$ cat config.mk
export PLATFORM = sky130hd
export DESIGN_NAME = rename_top
export DESIGN_NICKNAME = d
export VERILOG_FILES = /design/src/rename_arch_pkg.sv /design/src/rename_operand_pkg.sv /design/src/rename_top.sv /design/src/rename_stage_reg.sv /design/src/rename_source_select.sv /design/src/rename_map_table.sv /design/src/rename_alloc_ctrl.sv
export SDC_FILE = /design/constraint.sdc
export NUM_CORES = 2
export LEC_CHECK = 0
export BUFFER_PORTS_ARGS = -buffer_cell sky130_fd_sc_hd__buf_2
export CORE_ASPECT_RATIO = 0.5
export CORE_MARGIN = 4
export CORE_UTILIZATION = 60
export CTS_CLUSTER_SIZE = 8
export DETAILED_ROUTE_END_ITERATION = 12
export GPL_TIMING_DRIVEN = 0
export HOLD_SLACK_MARGIN = 0.08
export PLACE_DENSITY_LB_ADDON = 0.05
export REMOVE_ABC_BUFFERS = 1
export SLEW_MARGIN = 20
export SYNTH_ARGS = -nofsm -noshare
export SYNTH_HDL_FRONTEND = slang
export SYNTH_SLANG_ARGS = --single-unit
$ cat constraint.sdc
create_clock -name iCLOCK -period 3.6 [get_ports iCLOCK]
set_input_delay 0.9 -clock iCLOCK [delete_from_list [all_inputs] [get_ports iCLOCK]]
set_output_delay 0.9 -clock iCLOCK [all_outputs]
set_load 0.02 [all_outputs]
$ cat src/rename_arch_pkg.sv
//////////////////////////////////////////////////////////////
// Architectural register names for the rename stage
// Logical names come from decode, physical names from the free lists
//////////////////////////////////////////////////////////////
package rename_arch_pkg;

	// Logical general registers
	localparam int LREG_WIDTH = 5;
	localparam int NUM_LREG = 32;

	// Physical register file, fixed by the free list format
	localparam int PREG_WIDTH = 6;

	typedef logic [LREG_WIDTH-1:0] lreg_t;
	typedef logic [PREG_WIDTH-1:0] preg_t;

endpackage
$ cat src/rename_operand_pkg.sv
//////////////////////////////////////////////////////////////
// Opcode and second source word formats
// The source word is an immediate, or a register name before or after rename
//////////////////////////////////////////////////////////////
package rename_operand_pkg;

	localparam int WORD_WIDTH = 32;
	localparam int CMD_WIDTH = 5;

	typedef logic [CMD_WIDTH-1:0] cmd_t;

	// Register operand as decode delivers it
	typedef struct packed {
		logic [WORD_WIDTH-rename_arch_pkg::LREG_WIDTH-1:0] pad;
		rename_arch_pkg::lreg_t num;
	} src_lreg_t;

	// Register operand after translation
	typedef struct packed {
		logic [WORD_WIDTH-rename_arch_pkg::PREG_WIDTH-1:0] pad;
		rename_arch_pkg::preg_t num;
	} src_preg_t;

	// View picked by the immediate flag and by which side of rename the word is on
	typedef union packed {
		logic [WORD_WIDTH-1:0] imm;
		src_lreg_t lreg;
		src_preg_t preg;
	} operand_u;

endpackage

$ cat src/rename_top.sv
//////////////////////////////////////////////////////////////
// Two-wide register rename stage
// Sits between decode and dispatch, fed by two external free lists
//////////////////////////////////////////////////////////////
`timescale 1ns/1ps

module rename_top (
	input logic iCLOCK,
	input logic inRESET,
	input logic flush,
	input logic restart,
	// From decode
	input logic prev_0_valid,
	input logic prev_0_writeback,
	input rename_operand_pkg::cmd_t prev_0_cmd,
	input rename_arch_pkg::lreg_t prev_0_dest,
	input rename_arch_pkg::lreg_t prev_0_src0,
	input rename_operand_pkg::operand_u prev_0_src1,
	input logic prev_0_src1_imm,
	input logic prev_1_valid,
	input logic prev_1_writeback,
	input rename_operand_pkg::cmd_t prev_1_cmd,
	input rename_arch_pkg::lreg_t prev_1_dest,
	input rename_arch_pkg::lreg_t prev_1_src0,
	input rename_operand_pkg::operand_u prev_1_src1,
	input logic prev_1_src1_imm,
	output logic prev_lock,
	// Free lists
	input rename_arch_pkg::preg_t free_0_num,
	input logic free_0_empty,
	output logic free_0_rd,
	input rename_arch_pkg::preg_t free_1_num,
	input logic free_1_empty,
	output logic free_1_rd,
	// To next stage
	output logic next_0_valid,
	output logic next_0_writeback,
	output rename_operand_pkg::cmd_t next_0_cmd,
	output rename_arch_pkg::lreg_t next_0_dest_lreg,
	output rename_arch_pkg::preg_t next_0_dest_preg,
	output rename_arch_pkg::preg_t next_0_src0,
	output rename_operand_pkg::operand_u next_0_src1,
	output logic next_0_src1_imm,
	output logic next_1_valid,
	output logic next_1_writeback,
	output rename_operand_pkg::cmd_t next_1_cmd,
	output rename_arch_pkg::lreg_t next_1_dest_lreg,
	output rename_arch_pkg::preg_t next_1_dest_preg,
	output rename_arch_pkg::preg_t next_1_src0,
	output rename_operand_pkg::operand_u next_1_src1,
	output logic next_1_src1_imm,
	input logic next_lock,
	// Retire side
	input logic commit_0_valid,
	input rename_arch_pkg::lreg_t commit_0_lreg,
	input rename_arch_pkg::preg_t commit_0_preg,
	input logic commit_1_valid,
	input rename_arch_pkg::lreg_t commit_1_lreg,
	input rename_arch_pkg::preg_t commit_1_preg
);
	import rename_arch_pkg::*;
	import rename_operand_pkg::*;

	logic lock;
	logic map_we_0;
	logic map_we_1;
	lreg_t read_a_lreg;
	lreg_t read_b_lreg;
	lreg_t read_c_lreg;
	lreg_t read_d_lreg;
	preg_t read_a_preg;
	preg_t read_b_preg;
	preg_t read_c_preg;
	preg_t read_d_preg;
	preg_t ren_0_src0;
	preg_t ren_1_src0;
	operand_u ren_0_src1;
	operand_u ren_1_src1;

	rename_alloc_ctrl u_alloc (
		.iCLOCK(iCLOCK),
		.inRESET(inRESET),
		.prev_0_valid(prev_0_valid),
		.prev_0_writeback(prev_0_writeback),
		.prev_1_valid(prev_1_valid),
		.prev_1_writeback(prev_1_writeback),
		.free_0_empty(free_0_empty),
		.free_1_empty(free_1_empty),
		.next_lock(next_lock),
		.lock(lock),
		.prev_lock(prev_lock),
		.free_0_rd(free_0_rd),
		.free_1_rd(free_1_rd),
		.map_we_0(map_we_0),
		.map_we_1(map_we_1)
	);

	rename_map_table u_map (
		.iCLOCK(iCLOCK),
		.inRESET(inRESET),
		.restart(restart),
		.map_we_0(map_we_0),
		.map_we_1(map_we_1),
		.prev_0_dest(prev_0_dest),
		.prev_1_dest(prev_1_dest),
		.free_0_num(free_0_num),
		.free_1_num(free_1_num),
		.commit_0_valid(commit_0_valid),
		.commit_0_lreg(commit_0_lreg),
		.commit_0_preg(commit_0_preg),
		.commit_1_valid(commit_1_valid),
		.commit_1_lreg(commit_1_lreg),
		.commit_1_preg(commit_1_preg),
		.read_a_lreg(read_a_lreg),
		.read_b_lreg(read_b_lreg),
		.read_c_lreg(read_c_lreg),
		.read_d_lreg(read_d_lreg),
		.read_a_preg(read_a_preg),
		.read_b_preg(read_b_preg),
		.read_c_preg(read_c_preg),
		.read_d_preg(read_d_preg)
	);

	rename_source_select u_src (
		.prev_0_src0(prev_0_src0),
		.prev_0_src1(prev_0_src1),
		.prev_0_src1_imm(prev_0_src1_imm),
		.prev_1_src0(prev_1_src0),
		.prev_1_src1(prev_1_src1),
		.prev_1_src1_imm(prev_1_src1_imm),
		.prev_0_dest(prev_0_dest),
		.map_we_0(map_we_0),
		.free_0_num(free_0_num),
		.read_a_preg(read_a_preg),
		.read_b_preg(read_b_preg),
		.read_c_preg(read_c_preg),
		.read_d_preg(read_d_preg),
		.read_a_lreg(read_a_lreg),
		.read_b_lreg(read_b_lreg),
		.read_c_lreg(read_c_lreg),
		.read_d_lreg(read_d_lreg),
		.ren_0_src0(ren_0_src0),
		.ren_0_src1(ren_0_src1),
		.ren_1_src0(ren_1_src0),
		.ren_1_src1(ren_1_src1)
	);

	rename_stage_reg u_stage (
		.iCLOCK(iCLOCK),
		.inRESET(inRESET),
		.lock(lock),
		.flush(flush),
		.prev_0_valid(prev_0_valid),
		.prev_0_writeback(prev_0_writeback),
		.prev_0_cmd(prev_0_cmd),
		.prev_0_dest(prev_0_dest),
		.prev_0_src1_imm(prev_0_src1_imm),
		.ren_0_src0(ren_0_src0),
		.ren_0_src1(ren_0_src1),
		.free_0_num(free_0_num),
		.prev_1_valid(prev_1_valid),
		.prev_1_writeback(prev_1_writeback),
		.prev_1_cmd(prev_1_cmd),
		.prev_1_dest(prev_1_dest),
		.prev_1_src1_imm(prev_1_src1_imm),
		.ren_1_src0(ren_1_src0),
		.ren_1_src1(ren_1_src1),
		.free_1_num(free_1_num),
		.next_0_valid(next_0_valid),
		.next_0_writeback(next_0_writeback),
		.next_0_cmd(next_0_cmd),
		.next_0_dest_lreg(next_0_dest_lreg),
		.next_0_dest_preg(next_0_dest_preg),
		.next_0_src0(next_0_src0),
		.next_0_src1(next_0_src1),
		.next_0_src1_imm(next_0_src1_imm),
		.next_1_valid(next_1_valid),
		.next_1_writeback(next_1_writeback),
		.next_1_cmd(next_1_cmd),
		.next_1_dest_lreg(next_1_dest_lreg),
		.next_1_dest_preg(next_1_dest_preg),
		.next_1_src0(next_1_src0),
		.next_1_src1(next_1_src1),
		.next_1_src1_imm(next_1_src1_imm)
	);

endmodule

$ cat src/rename_stage_reg.sv
//////////////////////////////////////////////////////////////
// Output register of the renamed instruction pair
// Holds while locked and flush drops both valid bits
//////////////////////////////////////////////////////////////
`timescale 1ns/1ps

module rename_stage_reg (
	input logic iCLOCK,
	input logic inRESET,
	input logic lock,
	input logic flush,
	// Slot 0
	input logic prev_0_valid,
	input logic prev_0_writeback,
	input rename_operand_pkg::cmd_t prev_0_cmd,
	input rename_arch_pkg::lreg_t prev_0_dest,
	input logic prev_0_src1_imm,
	input rename_arch_pkg::preg_t ren_0_src0,
	input rename_operand_pkg::operand_u ren_0_src1,
	input rename_arch_pkg::preg_t free_0_num,
	// Slot 1
	input logic prev_1_valid,
	input logic prev_1_writeback,
	input rename_operand_pkg::cmd_t prev_1_cmd,
	input rename_arch_pkg::lreg_t prev_1_dest,
	input logic prev_1_src1_imm,
	input rename_arch_pkg::preg_t ren_1_src0,
	input rename_operand_pkg::operand_u ren_1_src1,
	input rename_arch_pkg::preg_t free_1_num,
	// To next stage
	output logic next_0_valid,
	output logic next_0_writeback,
	output rename_operand_pkg::cmd_t next_0_cmd,
	output rename_arch_pkg::lreg_t next_0_dest_lreg,
	output rename_arch_pkg::preg_t next_0_dest_preg,
	output rename_arch_pkg::preg_t next_0_src0,
	output rename_operand_pkg::operand_u next_0_src1,
	output logic next_0_src1_imm,
	output logic next_1_valid,
	output logic next_1_writeback,
	output rename_operand_pkg::cmd_t next_1_cmd,
	output rename_arch_pkg::lreg_t next_1_dest_lreg,
	output rename_arch_pkg::preg_t next_1_dest_preg,
	output rename_arch_pkg::preg_t next_1_src0,
	output rename_operand_pkg::operand_u next_1_src1,
	output logic next_1_src1_imm
);
	import rename_arch_pkg::*;
	import rename_operand_pkg::*;

	logic [1:0] valid_q;
	logic [1:0] writeback_q;
	cmd_t cmd_q [2];
	lreg_t dest_lreg_q [2];
	preg_t dest_preg_q [2];
	preg_t src0_q [2];
	operand_u src1_q [2];
	logic [1:0] src1_imm_q;

	always_ff @(posedge iCLOCK or negedge inRESET) begin
		if (!inRESET) begin
			valid_q <= '0;
			writeback_q <= '0;
		end else begin
			if (!lock) begin
				valid_q <= {prev_1_valid, prev_0_valid};
				writeback_q <= {prev_1_writeback, prev_0_writeback};
			end
			// Flush applies even when the stage is held
			if (flush) begin
				valid_q <= '0;
			end
		end
	end

	// Payload is meaningful only with its valid bit
	always_ff @(posedge iCLOCK) begin
		if (!lock) begin
			cmd_q <= '{prev_0_cmd, prev_1_cmd};
			dest_lreg_q <= '{prev_0_dest, prev_1_dest};
			dest_preg_q <= '{free_0_num, free_1_num};
			src0_q <= '{ren_0_src0, ren_1_src0};
			src1_q <= '{ren_0_src1, ren_1_src1};
			src1_imm_q <= {prev_1_src1_imm, prev_0_src1_imm};
		end
	end

	assign next_0_valid = valid_q[0] && !lock;
	assign next_0_writeback = writeback_q[0];
	assign next_0_cmd = cmd_q[0];
	assign next_0_dest_lreg = dest_lreg_q[0];
	assign next_0_dest_preg = writeback_q[0] ? dest_preg_q[0] : '0;
	assign next_0_src0 = src0_q[0];
	assign next_0_src1 = src1_q[0];
	assign next_0_src1_imm = src1_imm_q[0];

	assign next_1_valid = valid_q[1] && !lock;
	assign next_1_writeback = writeback_q[1];
	assign next_1_cmd = cmd_q[1];
	assign next_1_dest_lreg = dest_lreg_q[1];
	assign next_1_dest_preg = writeback_q[1] ? dest_preg_q[1] : '0;
	assign next_1_src0 = src0_q[1];
	assign next_1_src1 = src1_q[1];
	assign next_1_src1_imm = src1_imm_q[1];

endmodule

$ cat src/rename_source_select.sv
//////////////////////////////////////////////////////////////
// Source operand translation for both slots
// Slot 1 picks up slot 0's new name when it reads slot 0's destination
//////////////////////////////////////////////////////////////
`timescale 1ns/1ps

module rename_source_select (
	input rename_arch_pkg::lreg_t prev_0_src0,
	input rename_operand_pkg::operand_u prev_0_src1,
	input logic prev_0_src1_imm,
	input rename_arch_pkg::lreg_t prev_1_src0,
	input rename_operand_pkg::operand_u prev_1_src1,
	input logic prev_1_src1_imm,
	input rename_arch_pkg::lreg_t prev_0_dest,
	input logic map_we_0,
	input rename_arch_pkg::preg_t free_0_num,
	input rename_arch_pkg::preg_t read_a_preg,
	input rename_arch_pkg::preg_t read_b_preg,
	input rename_arch_pkg::preg_t read_c_preg,
	input rename_arch_pkg::preg_t read_d_preg,
	output rename_arch_pkg::lreg_t read_a_lreg,
	output rename_arch_pkg::lreg_t read_b_lreg,
	output rename_arch_pkg::lreg_t read_c_lreg,
	output rename_arch_pkg::lreg_t read_d_lreg,
	output rename_arch_pkg::preg_t ren_0_src0,
	output rename_operand_pkg::operand_u ren_0_src1,
	output rename_arch_pkg::preg_t ren_1_src0,
	output rename_operand_pkg::operand_u ren_1_src1
);
	import rename_arch_pkg::*;
	import rename_operand_pkg::*;

	logic hit_1_src0;
	logic hit_1_src1;

	function automatic operand_u preg_word(input preg_t num);
		operand_u word;
		word.preg.pad = '0;
		word.preg.num = num;
		return word;
	endfunction

	// Lookup addresses, slot 0 on ports a/b and slot 1 on c/d
	assign read_a_lreg = prev_0_src0;
	assign read_b_lreg = prev_0_src1.lreg.num;
	assign read_c_lreg = prev_1_src0;
	assign read_d_lreg = prev_1_src1.lreg.num;

	// In-pair dependency on slot 0's destination
	assign hit_1_src0 = map_we_0 && (prev_1_src0 == prev_0_dest);
	assign hit_1_src1 = map_we_0 && !prev_1_src1_imm && (prev_1_src1.lreg.num == prev_0_dest);

	assign ren_0_src0 = read_a_preg;
	assign ren_1_src0 = hit_1_src0 ? free_0_num : read_c_preg;

	// Immediates go through as they are
	assign ren_0_src1 = prev_0_src1_imm ? prev_0_src1 : preg_word(read_b_preg);
	assign ren_1_src1 = prev_1_src1_imm ? prev_1_src1 :
		preg_word(hit_1_src1 ? free_0_num : read_d_preg);

endmodule

$ cat src/rename_map_table.sv
//////////////////////////////////////////////////////////////
// Speculative and committed register maps with four read ports
// Rename writes the speculative map, retire writes the committed one
//////////////////////////////////////////////////////////////
`timescale 1ns/1ps

module rename_map_table (
	input logic iCLOCK,
	input logic inRESET,
	input logic restart,
	// Rename writes
	input logic map_we_0,
	input logic map_we_1,
	input rename_arch_pkg::lreg_t prev_0_dest,
	input rename_arch_pkg::lreg_t prev_1_dest,
	input rename_arch_pkg::preg_t free_0_num,
	input rename_arch_pkg::preg_t free_1_num,
	// Retire side
	input logic commit_0_valid,
	input rename_arch_pkg::lreg_t commit_0_lreg,
	input rename_arch_pkg::preg_t commit_0_preg,
	input logic commit_1_valid,
	input rename_arch_pkg::lreg_t commit_1_lreg,
	input rename_arch_pkg::preg_t commit_1_preg,
	// Source lookups
	input rename_arch_pkg::lreg_t read_a_lreg,
	input rename_arch_pkg::lreg_t read_b_lreg,
	input rename_arch_pkg::lreg_t read_c_lreg,
	input rename_arch_pkg::lreg_t read_d_lreg,
	output rename_arch_pkg::preg_t read_a_preg,
	output rename_arch_pkg::preg_t read_b_preg,
	output rename_arch_pkg::preg_t read_c_preg,
	output rename_arch_pkg::preg_t read_d_preg
);
	import rename_arch_pkg::*;

	preg_t spec_map [NUM_LREG];
	preg_t commit_map [NUM_LREG];

	// Speculative map, restart wins over rename writes
	always_ff @(posedge iCLOCK or negedge inRESET) begin
		if (!inRESET) begin
			for (int i = 0; i < NUM_LREG; i++) begin
				spec_map[i] <= preg_t'(i);
			end
		end else if (restart) begin
			spec_map <= commit_map;
		end else begin
			if (map_we_0) begin
				spec_map[prev_0_dest] <= free_0_num;
			end
			// Younger slot lands last on a shared destination
			if (map_we_1) begin
				spec_map[prev_1_dest] <= free_1_num;
			end
		end
	end

	// Committed map
	always_ff @(posedge iCLOCK or negedge inRESET) begin
		if (!inRESET) begin
			for (int i = 0; i < NUM_LREG; i++) begin
				commit_map[i] <= preg_t'(i);
			end
		end else begin
			if (commit_0_valid) begin
				commit_map[commit_0_lreg] <= commit_0_preg;
			end
			if (commit_1_valid) begin
				commit_map[commit_1_lreg] <= commit_1_preg;
			end
		end
	end

	// Lookups see the map before this edge
	assign read_a_preg = spec_map[read_a_lreg];
	assign read_b_preg = spec_map[read_b_lreg];
	assign read_c_preg = spec_map[read_c_lreg];
	assign read_d_preg = spec_map[read_d_lreg];

	// Retire never commits two names for one register in a cycle
	a_commit_distinct: assert property (@(posedge iCLOCK) disable iff (!inRESET)
		(commit_0_valid && commit_1_valid) |-> (commit_0_lreg != commit_1_lreg))
		else $error("commit ports name the same logical register");

endmodule

$ cat src/rename_alloc_ctrl.sv
//////////////////////////////////////////////////////////////
// Stall and allocation control of the rename stage
// Pops the free lists and enables map writes for accepted slots
//////////////////////////////////////////////////////////////
`timescale 1ns/1ps

module rename_alloc_ctrl (
	input logic iCLOCK,
	input logic inRESET,
	input logic prev_0_valid,
	input logic prev_0_writeback,
	input logic prev_1_valid,
	input logic prev_1_writeback,
	input logic free_0_empty,
	input logic free_1_empty,
	input logic next_lock,
	output logic lock,
	output logic prev_lock,
	output logic free_0_rd,
	output logic free_1_rd,
	output logic map_we_0,
	output logic map_we_1
);

	// Either free list dry or next stage full
	assign lock = free_0_empty || free_1_empty || next_lock;
	assign prev_lock = lock;

	assign map_we_0 = prev_0_valid && prev_0_writeback && !lock;
	assign map_we_1 = prev_1_valid && prev_1_writeback && !lock;

	// One pop per renamed destination
	assign free_0_rd = map_we_0;
	assign free_1_rd = map_we_1;

endmodule

# Word-level counts from Yosys, hierarchy flattened

Index checks and enable logic that the tools add are counted.

Word-level logic and storage cells: 157
Register bits: 498
Output and inout bits: 117

Equal/unequal tests: 3
Mux-type cells: 38
Bitwise operators: 8
$lt $le $gt $ge: 12
Reductions and logical operators: 17

Operators by type and width:

| operator                                                                      | count |
|---|---|
| 192-bit two-way mux                                                           | 6 |
| 192-bit bitwise mux                                                           | 4 |
| 6-bit binary-select mux with 5-bit select                                     | 4 |
| 6-bit demux with 5-bit select                                                 | 4 |
| 6-bit two-way mux                                                             | 18 |
| 6-bit greater-or-equal comparator (second input constant)                     | 8 |
| 5-bit inverter with 6-bit output                                              | 8 |
| 6-bit by 1-bit less-than comparator with 1-bit output (second input constant) | 4 |
| 1-bit logical AND                                                             | 13 |
| 5-bit == test                                                                 | 2 |
| 2-bit two-way mux                                                             | 2 |
| 1-bit zero test                                                               | 2 |
| 1-bit logical OR                                                              | 2 |
| 2-bit != test (second input constant)                                         | 1 |

# Logic depth before layout (Yosys ltp)

Depth after elaboration: 11
Depth in mapped cells: 10
Gate-level depth less buffers: 7

# By module

From an unflattened synthesis, not the netlist that was laid out.

Cell total of the unflattened synthesis: 2949
Area, all modules: 31642.8 sq um

By module, submodules not included:

| module               | cells each | instances | seq. area each (sq um) | area an instance (sq um) |
|---|---|---|---|---|
| rename_map_table     | 2676       | 1         | 9809.4                 | 27020.9 |
| rename_stage_reg     | 136        | 1         | 3403.3                 | 3568.4 |
| rename_source_select | 130        | 1         | 0.0                    | 1004.7 |
| rename_alloc_ctrl    | 7          | 1         | 0.0                    | 48.8 |

# Worst setup path before layout

OpenSTA, ideal clock, no wires.

Path kind: input-to-reg
Start point: in next_lock
End point: reg u_stage.src0_q (netlist bit u_stage.next_1_src0[0]), data pin
Setup slack: 76 ps
Data arrival time: 3258 ps
Buffers on the path: 2
Setup time: 266 ps
Stages: 7
Path through: nor3_4 -> buf_4 -> and3_1 -> nand3_1 -> nor4_1 -> clkbuf_1 -> o21ai_1

Longest elaborated chain between the ends: 5

Ends and longest elaborated chain:

| item                 | line                       | RTL |
|---|---|---|
| from (decl)          | rename_top.sv:52           | `input logic next_lock,` |
| 1-bit logical OR     | rename_alloc_ctrl.sv:26    | `assign lock = free_0_empty \|\| free_1_empty \|\| next_lock;` |
| 1-bit zero test      | -                          |  |
| 1-bit logical AND    | rename_alloc_ctrl.sv:29    | `assign map_we_0 = prev_0_valid && prev_0_writeback && !lock;` |
| via free_0_rd        | rename_top.sv:31           | `output logic free_0_rd,` |
| 1-bit logical AND    | rename_source_select.sv:50 | `assign hit_1_src0 = map_we_0 && (prev_1_src0 == prev_0_dest);` |
| 6-bit two-way mux    | rename_source_select.sv:54 | `assign ren_1_src0 = hit_1_src0 ? free_0_num : read_c_preg;` |
| via ren_1_src0[0]    | rename_top.sv:76           | `preg_t ren_1_src0;` |
| to (signal assigned) | rename_stage_reg.sv:82     | `src0_q <= '{ren_0_src0, ren_1_src0};` |
| to (decl)            | rename_stage_reg.sv:56     | `preg_t src0_q [2];` |

The timed path passes the listed nets, and every way through them passes these cells.
A chain may end at the register's enable or synchronous reset.

# Final worst setup path

Start point: in free_0_empty
End point: out free_1_rd

Longest elaborated chain between the ends: 4

Ends and longest elaborated chain:

| item                           | line                    | RTL |
|---|---|---|
| from (decl)                    | rename_top.sv:30        | `input logic free_0_empty,` |
| 1-bit logical OR (2 in series) | rename_alloc_ctrl.sv:26 |  |
| 1-bit zero test                | -                       |  |
| 1-bit logical AND              | rename_alloc_ctrl.sv:30 | `assign map_we_1 = prev_1_valid && prev_1_writeback && !lock;` |
| to (decl)                      | rename_top.sv:34        | `output logic free_1_rd,` |

Every way passes these cells.

==> out/qor.yml <==
pwr:
  ir_worst_vdd_mv: 0.4657
  clockPowerShare_pct: 32.3
  switching_power_w: 0.006576
  sw_frac_of_total_pct: 33.22
  pwr-share-seq_pct: 44.7
  power_w: 0.01980
  p_comb_share_pct: 23.0
  power_leakage_nw: 14.13
  power_density_mw_per_mm2: 570.3
  p_int_w: 0.01322
logic_synthesis:
  synthDistinctLibCells: 59
  synth.area.mux_share_pct: 26.89
  avgSynthCellArea_um2: 10.73
  synth_xor_area_share_pct: 0.2835
  synth_top_family_by_area: "multiplexers"
  synth_top_area_share_pct: 18.47
  ys_ff_latch: 498
  seq_area_frac_synth_pct: 42.77
  synthCells: 2879
  synthAdderAreaFrac_pct: 0
  synth_top_area_cell: "dfrtp_1"
  syn_area_mm2: 0.03090
  synthArstFlopShare_pct: 77.91
  yosys_warnings: 0
  synth_area_leaders: "dfrtp_1, mux4_2, dfstp_2"
  synth_compound_area_share_pct: 12.37
  dominantRegCellSynth: "dfrtp_1"
  synth_edf_count: 110
  synthSimpleGateAreaFrac_pct: 14.29
clock_tree:
  clkSinkCount: 498
  clockRootBuffer: "clkbuf_16"
  cts_tree: "yes"
  clockBufferDepth: 3
  clkLatencyLatePin_ps: 620
  cts-htree-levels: 3
  clk_pin_slew_ps: 50
  cts_buffers: 72
sta:
  finalSetupViolCount: 0
  timing.slew.headroom_pct: 11.69
  finalCritPeriodShare_pct: 97.20
  layout_min_cycle_time_ps: 3499
  fmax_mhz: 285.8
  hold_violations: 0
  worst-slew-pin-transition_ps: 1325
  fin_skew_ps: 33.28
  fin_setup_tns_ps: 0
  whs_ps: 258.6
  drv_slew: 0
  rsz0062_at_grt: "false"
setup_path:
  cp-startpoint: "free_0_empty"
  ff2ff_path_depth: 6
  reg2reg_from: "u_map.spec_map[101]$_DFF_PN0_"
  crit_fanout: 31
  cp.arrival_ps: 2600
  worstSetupEndpoint: "free_1_rd"
  r2r_slack_ps: 1080
  cp-end-kind: "output pin"
  critPathLaunchType: "input pin"
  criticalPathCategory: "input pin to output pin"
  worstPathRequired_ps: 2700
  reg2reg_to: "u_stage.next_1_src1[5]$_DFFE_PN_"
grt:
  grt_max_degree: 126
  overflow: 0
  first_global_vias: 25320
  antenna_found_initial: 12
  grtUsageTotal_pct: 45.73
  grt_pass1_wl_um: 180700
floorplanning:
  rows: 58
  design.core.area_mm2: 0.05058
  die_w_um: 328.9
  num_io_pins: 260
  die_y_um: 168.5
  start_util_pct: 61.08
  die-area_mm2: 0.05541
placement:
  routabilityCongestion: 1.098
  numPortBuffers: 259
  hpwlAfterDp_um: 88500
route:
  drc: 0
  via_per_inst: 7.288
  final_antenna_net_count: 0
  num_vias: 27310
  drt_pass1_iterations: 9
  wire_per_inst_um: 34.30
  initialDrtViolationCount: 4566
  drt_wl_total_um: 128500
min_path:
  hp-class: "input pin to asynchronous set/reset pin"
finish:
  syn_to_final_growth_pct: 12.34
  drive_gt1_share_pct: 25.30
  fillers: 3878
  num-nets-final: 3134
  final_core_util_pct: 68.62
outcome:
  status: "finished clean"
flow_run:
  max_cap_viol_count: 0
## worst min-delay path by stage
stage | startpoint | endpoint | slack [ps]
2_1_floorplan | u_map.commit_map[100]$_DFF_PN0_ | u_map.spec_map[100]$_DFF_PN0_ | 450
3_3_place_gp | u_map.commit_map[94]$_DFF_PN1_ | u_map.spec_map[94]$_DFF_PN1_ | 460
3_5_place_dp | u_map.commit_map[101]$_DFF_PN0_ | u_map.spec_map[101]$_DFF_PN0_ | 470
4_1_cts | inRESET | u_map.commit_map[101]$_DFF_PN0_ | 260
5_1_grt | inRESET | u_map.commit_map[101]$_DFF_PN0_ | 290
6_report | inRESET | u_map.commit_map[101]$_DFF_PN0_ | 260
## cell usage in the layout, fill, tap and decap left out, types with 120 or more instances in the layout
cell	instances
o31ai_1	120
o21ai_1	159
nand2_1	418
a221oi_1	125
mux4_2	192
mux2i_1	298
buf_2	244
dfrtp_1	228
dfstp_2	160
nor2_1	284
## power by group through the flow
stage	clock (W)	sequential, W	combinational (W)
detailed placement	0	0.00871	0.00440
global route	0.00668	0.00885	0.00480
CTS	0.00638	0.00864	0.00443
finish	0.00639	0.00886	0.00455
floorplan	0	0.00802	0.00279
global placement	0	0.00865	0.00429
## timing repair
action                                  in CTS  in global routing
pin swaps                                    6                  0
setup buffers                                5                  0
cloned                                       0                  0
endpoints found under the setup margin     195                 52
gates resized for setup                      3                  4
hold buffers                                 0                  0
## critical path, cell delays in order
cell and delay, ps:
buf_2 110, nor3_4 220, buf_8 200, buf_6 210, buf_8 190, buf_12 220, inv_2 200, nor2_1 140
buf_2 170
## Yosys cell counts, types with 5 or more instances
cell,number
nor3_1,12
or3_1,7
mux4_2,192
mux2_2,9
mux2i_1,298
clkbuf_1,182
o31ai_1,120
a211oi_1,5
buf_4,11
and3_1,12
nor3_4,7
nand2_1,418
o22ai_1,38
nor2b_1,19
a21oi_1,103
nand3_1,22
or4_1,10
o21ai_0,26
or2_2,6
and2_1,88
nand3b_1,6
dfstp_2,160
a22oi_1,6
nor3b_1,13
buf_2,37
buf_1,12
o21ai_1,159
a221oi_1,125
dfrtp_1,228
nor2_2,8
mux2_1,80
nor2_1,285
xor2_1,6
nand2b_1,14
edfxtp_1,110
## state kept, by name (all words and copies together) (netlist names), 6 cells and up
register	flops
u_stage.next_1_src0	6
u_stage.next_0_src1	32
u_stage.next_0_src0	6
u_map.spec_map	192
u_map.commit_map	192
u_stage.next_1_src1	32
u_stage.dest_preg_q	12
## cell type report
cell class              count  area (um2)  area share (%)
repair buffers            284        1824           5.256
diodes                     10       25.02         0.07210
flip-flops and latches    498       13210           38.07
inverters                   2       7.507         0.02163
clock inverters             4       48.80          0.1406
clock buffers             126        2026           5.836
well taps                 690       863.3           2.487
multi-input cells        2133       16700           48.12
## stage by stage
stage	instances	area, um2	setup slack [ps]
6_report	3747	34710	100.7
5_1_grt	3737	34680	6.259
4_1_cts	3737	34670	40.49
3_5_place_dp	3603	32520	-1109
3_3_place_gp	3582	32010	-6116
2_1_floorplan	2633	29850	-2215
## logic make-up after synthesis
kind of cell              after synthesis
AOI/OAI and AO/OA                     590
buffers and inverters                 248
and+or+nand+nor                       954
DFF                                   498
muxes                                 579
xor gates and xnor gates               10
## per-layer routing
layer / GRT usage (%) / vias to the layer above / share of wire, %
met5: 2.261 / - / 0.27
met4: 17.72 / 20 / 4.7
met3: 23.61 / 450 / 19
met2: 62.37 / 2319 / 40
met1: 61.81 / 13480 / 36
li1: - / 11040 / -
(Power assumes the default switching activity.)
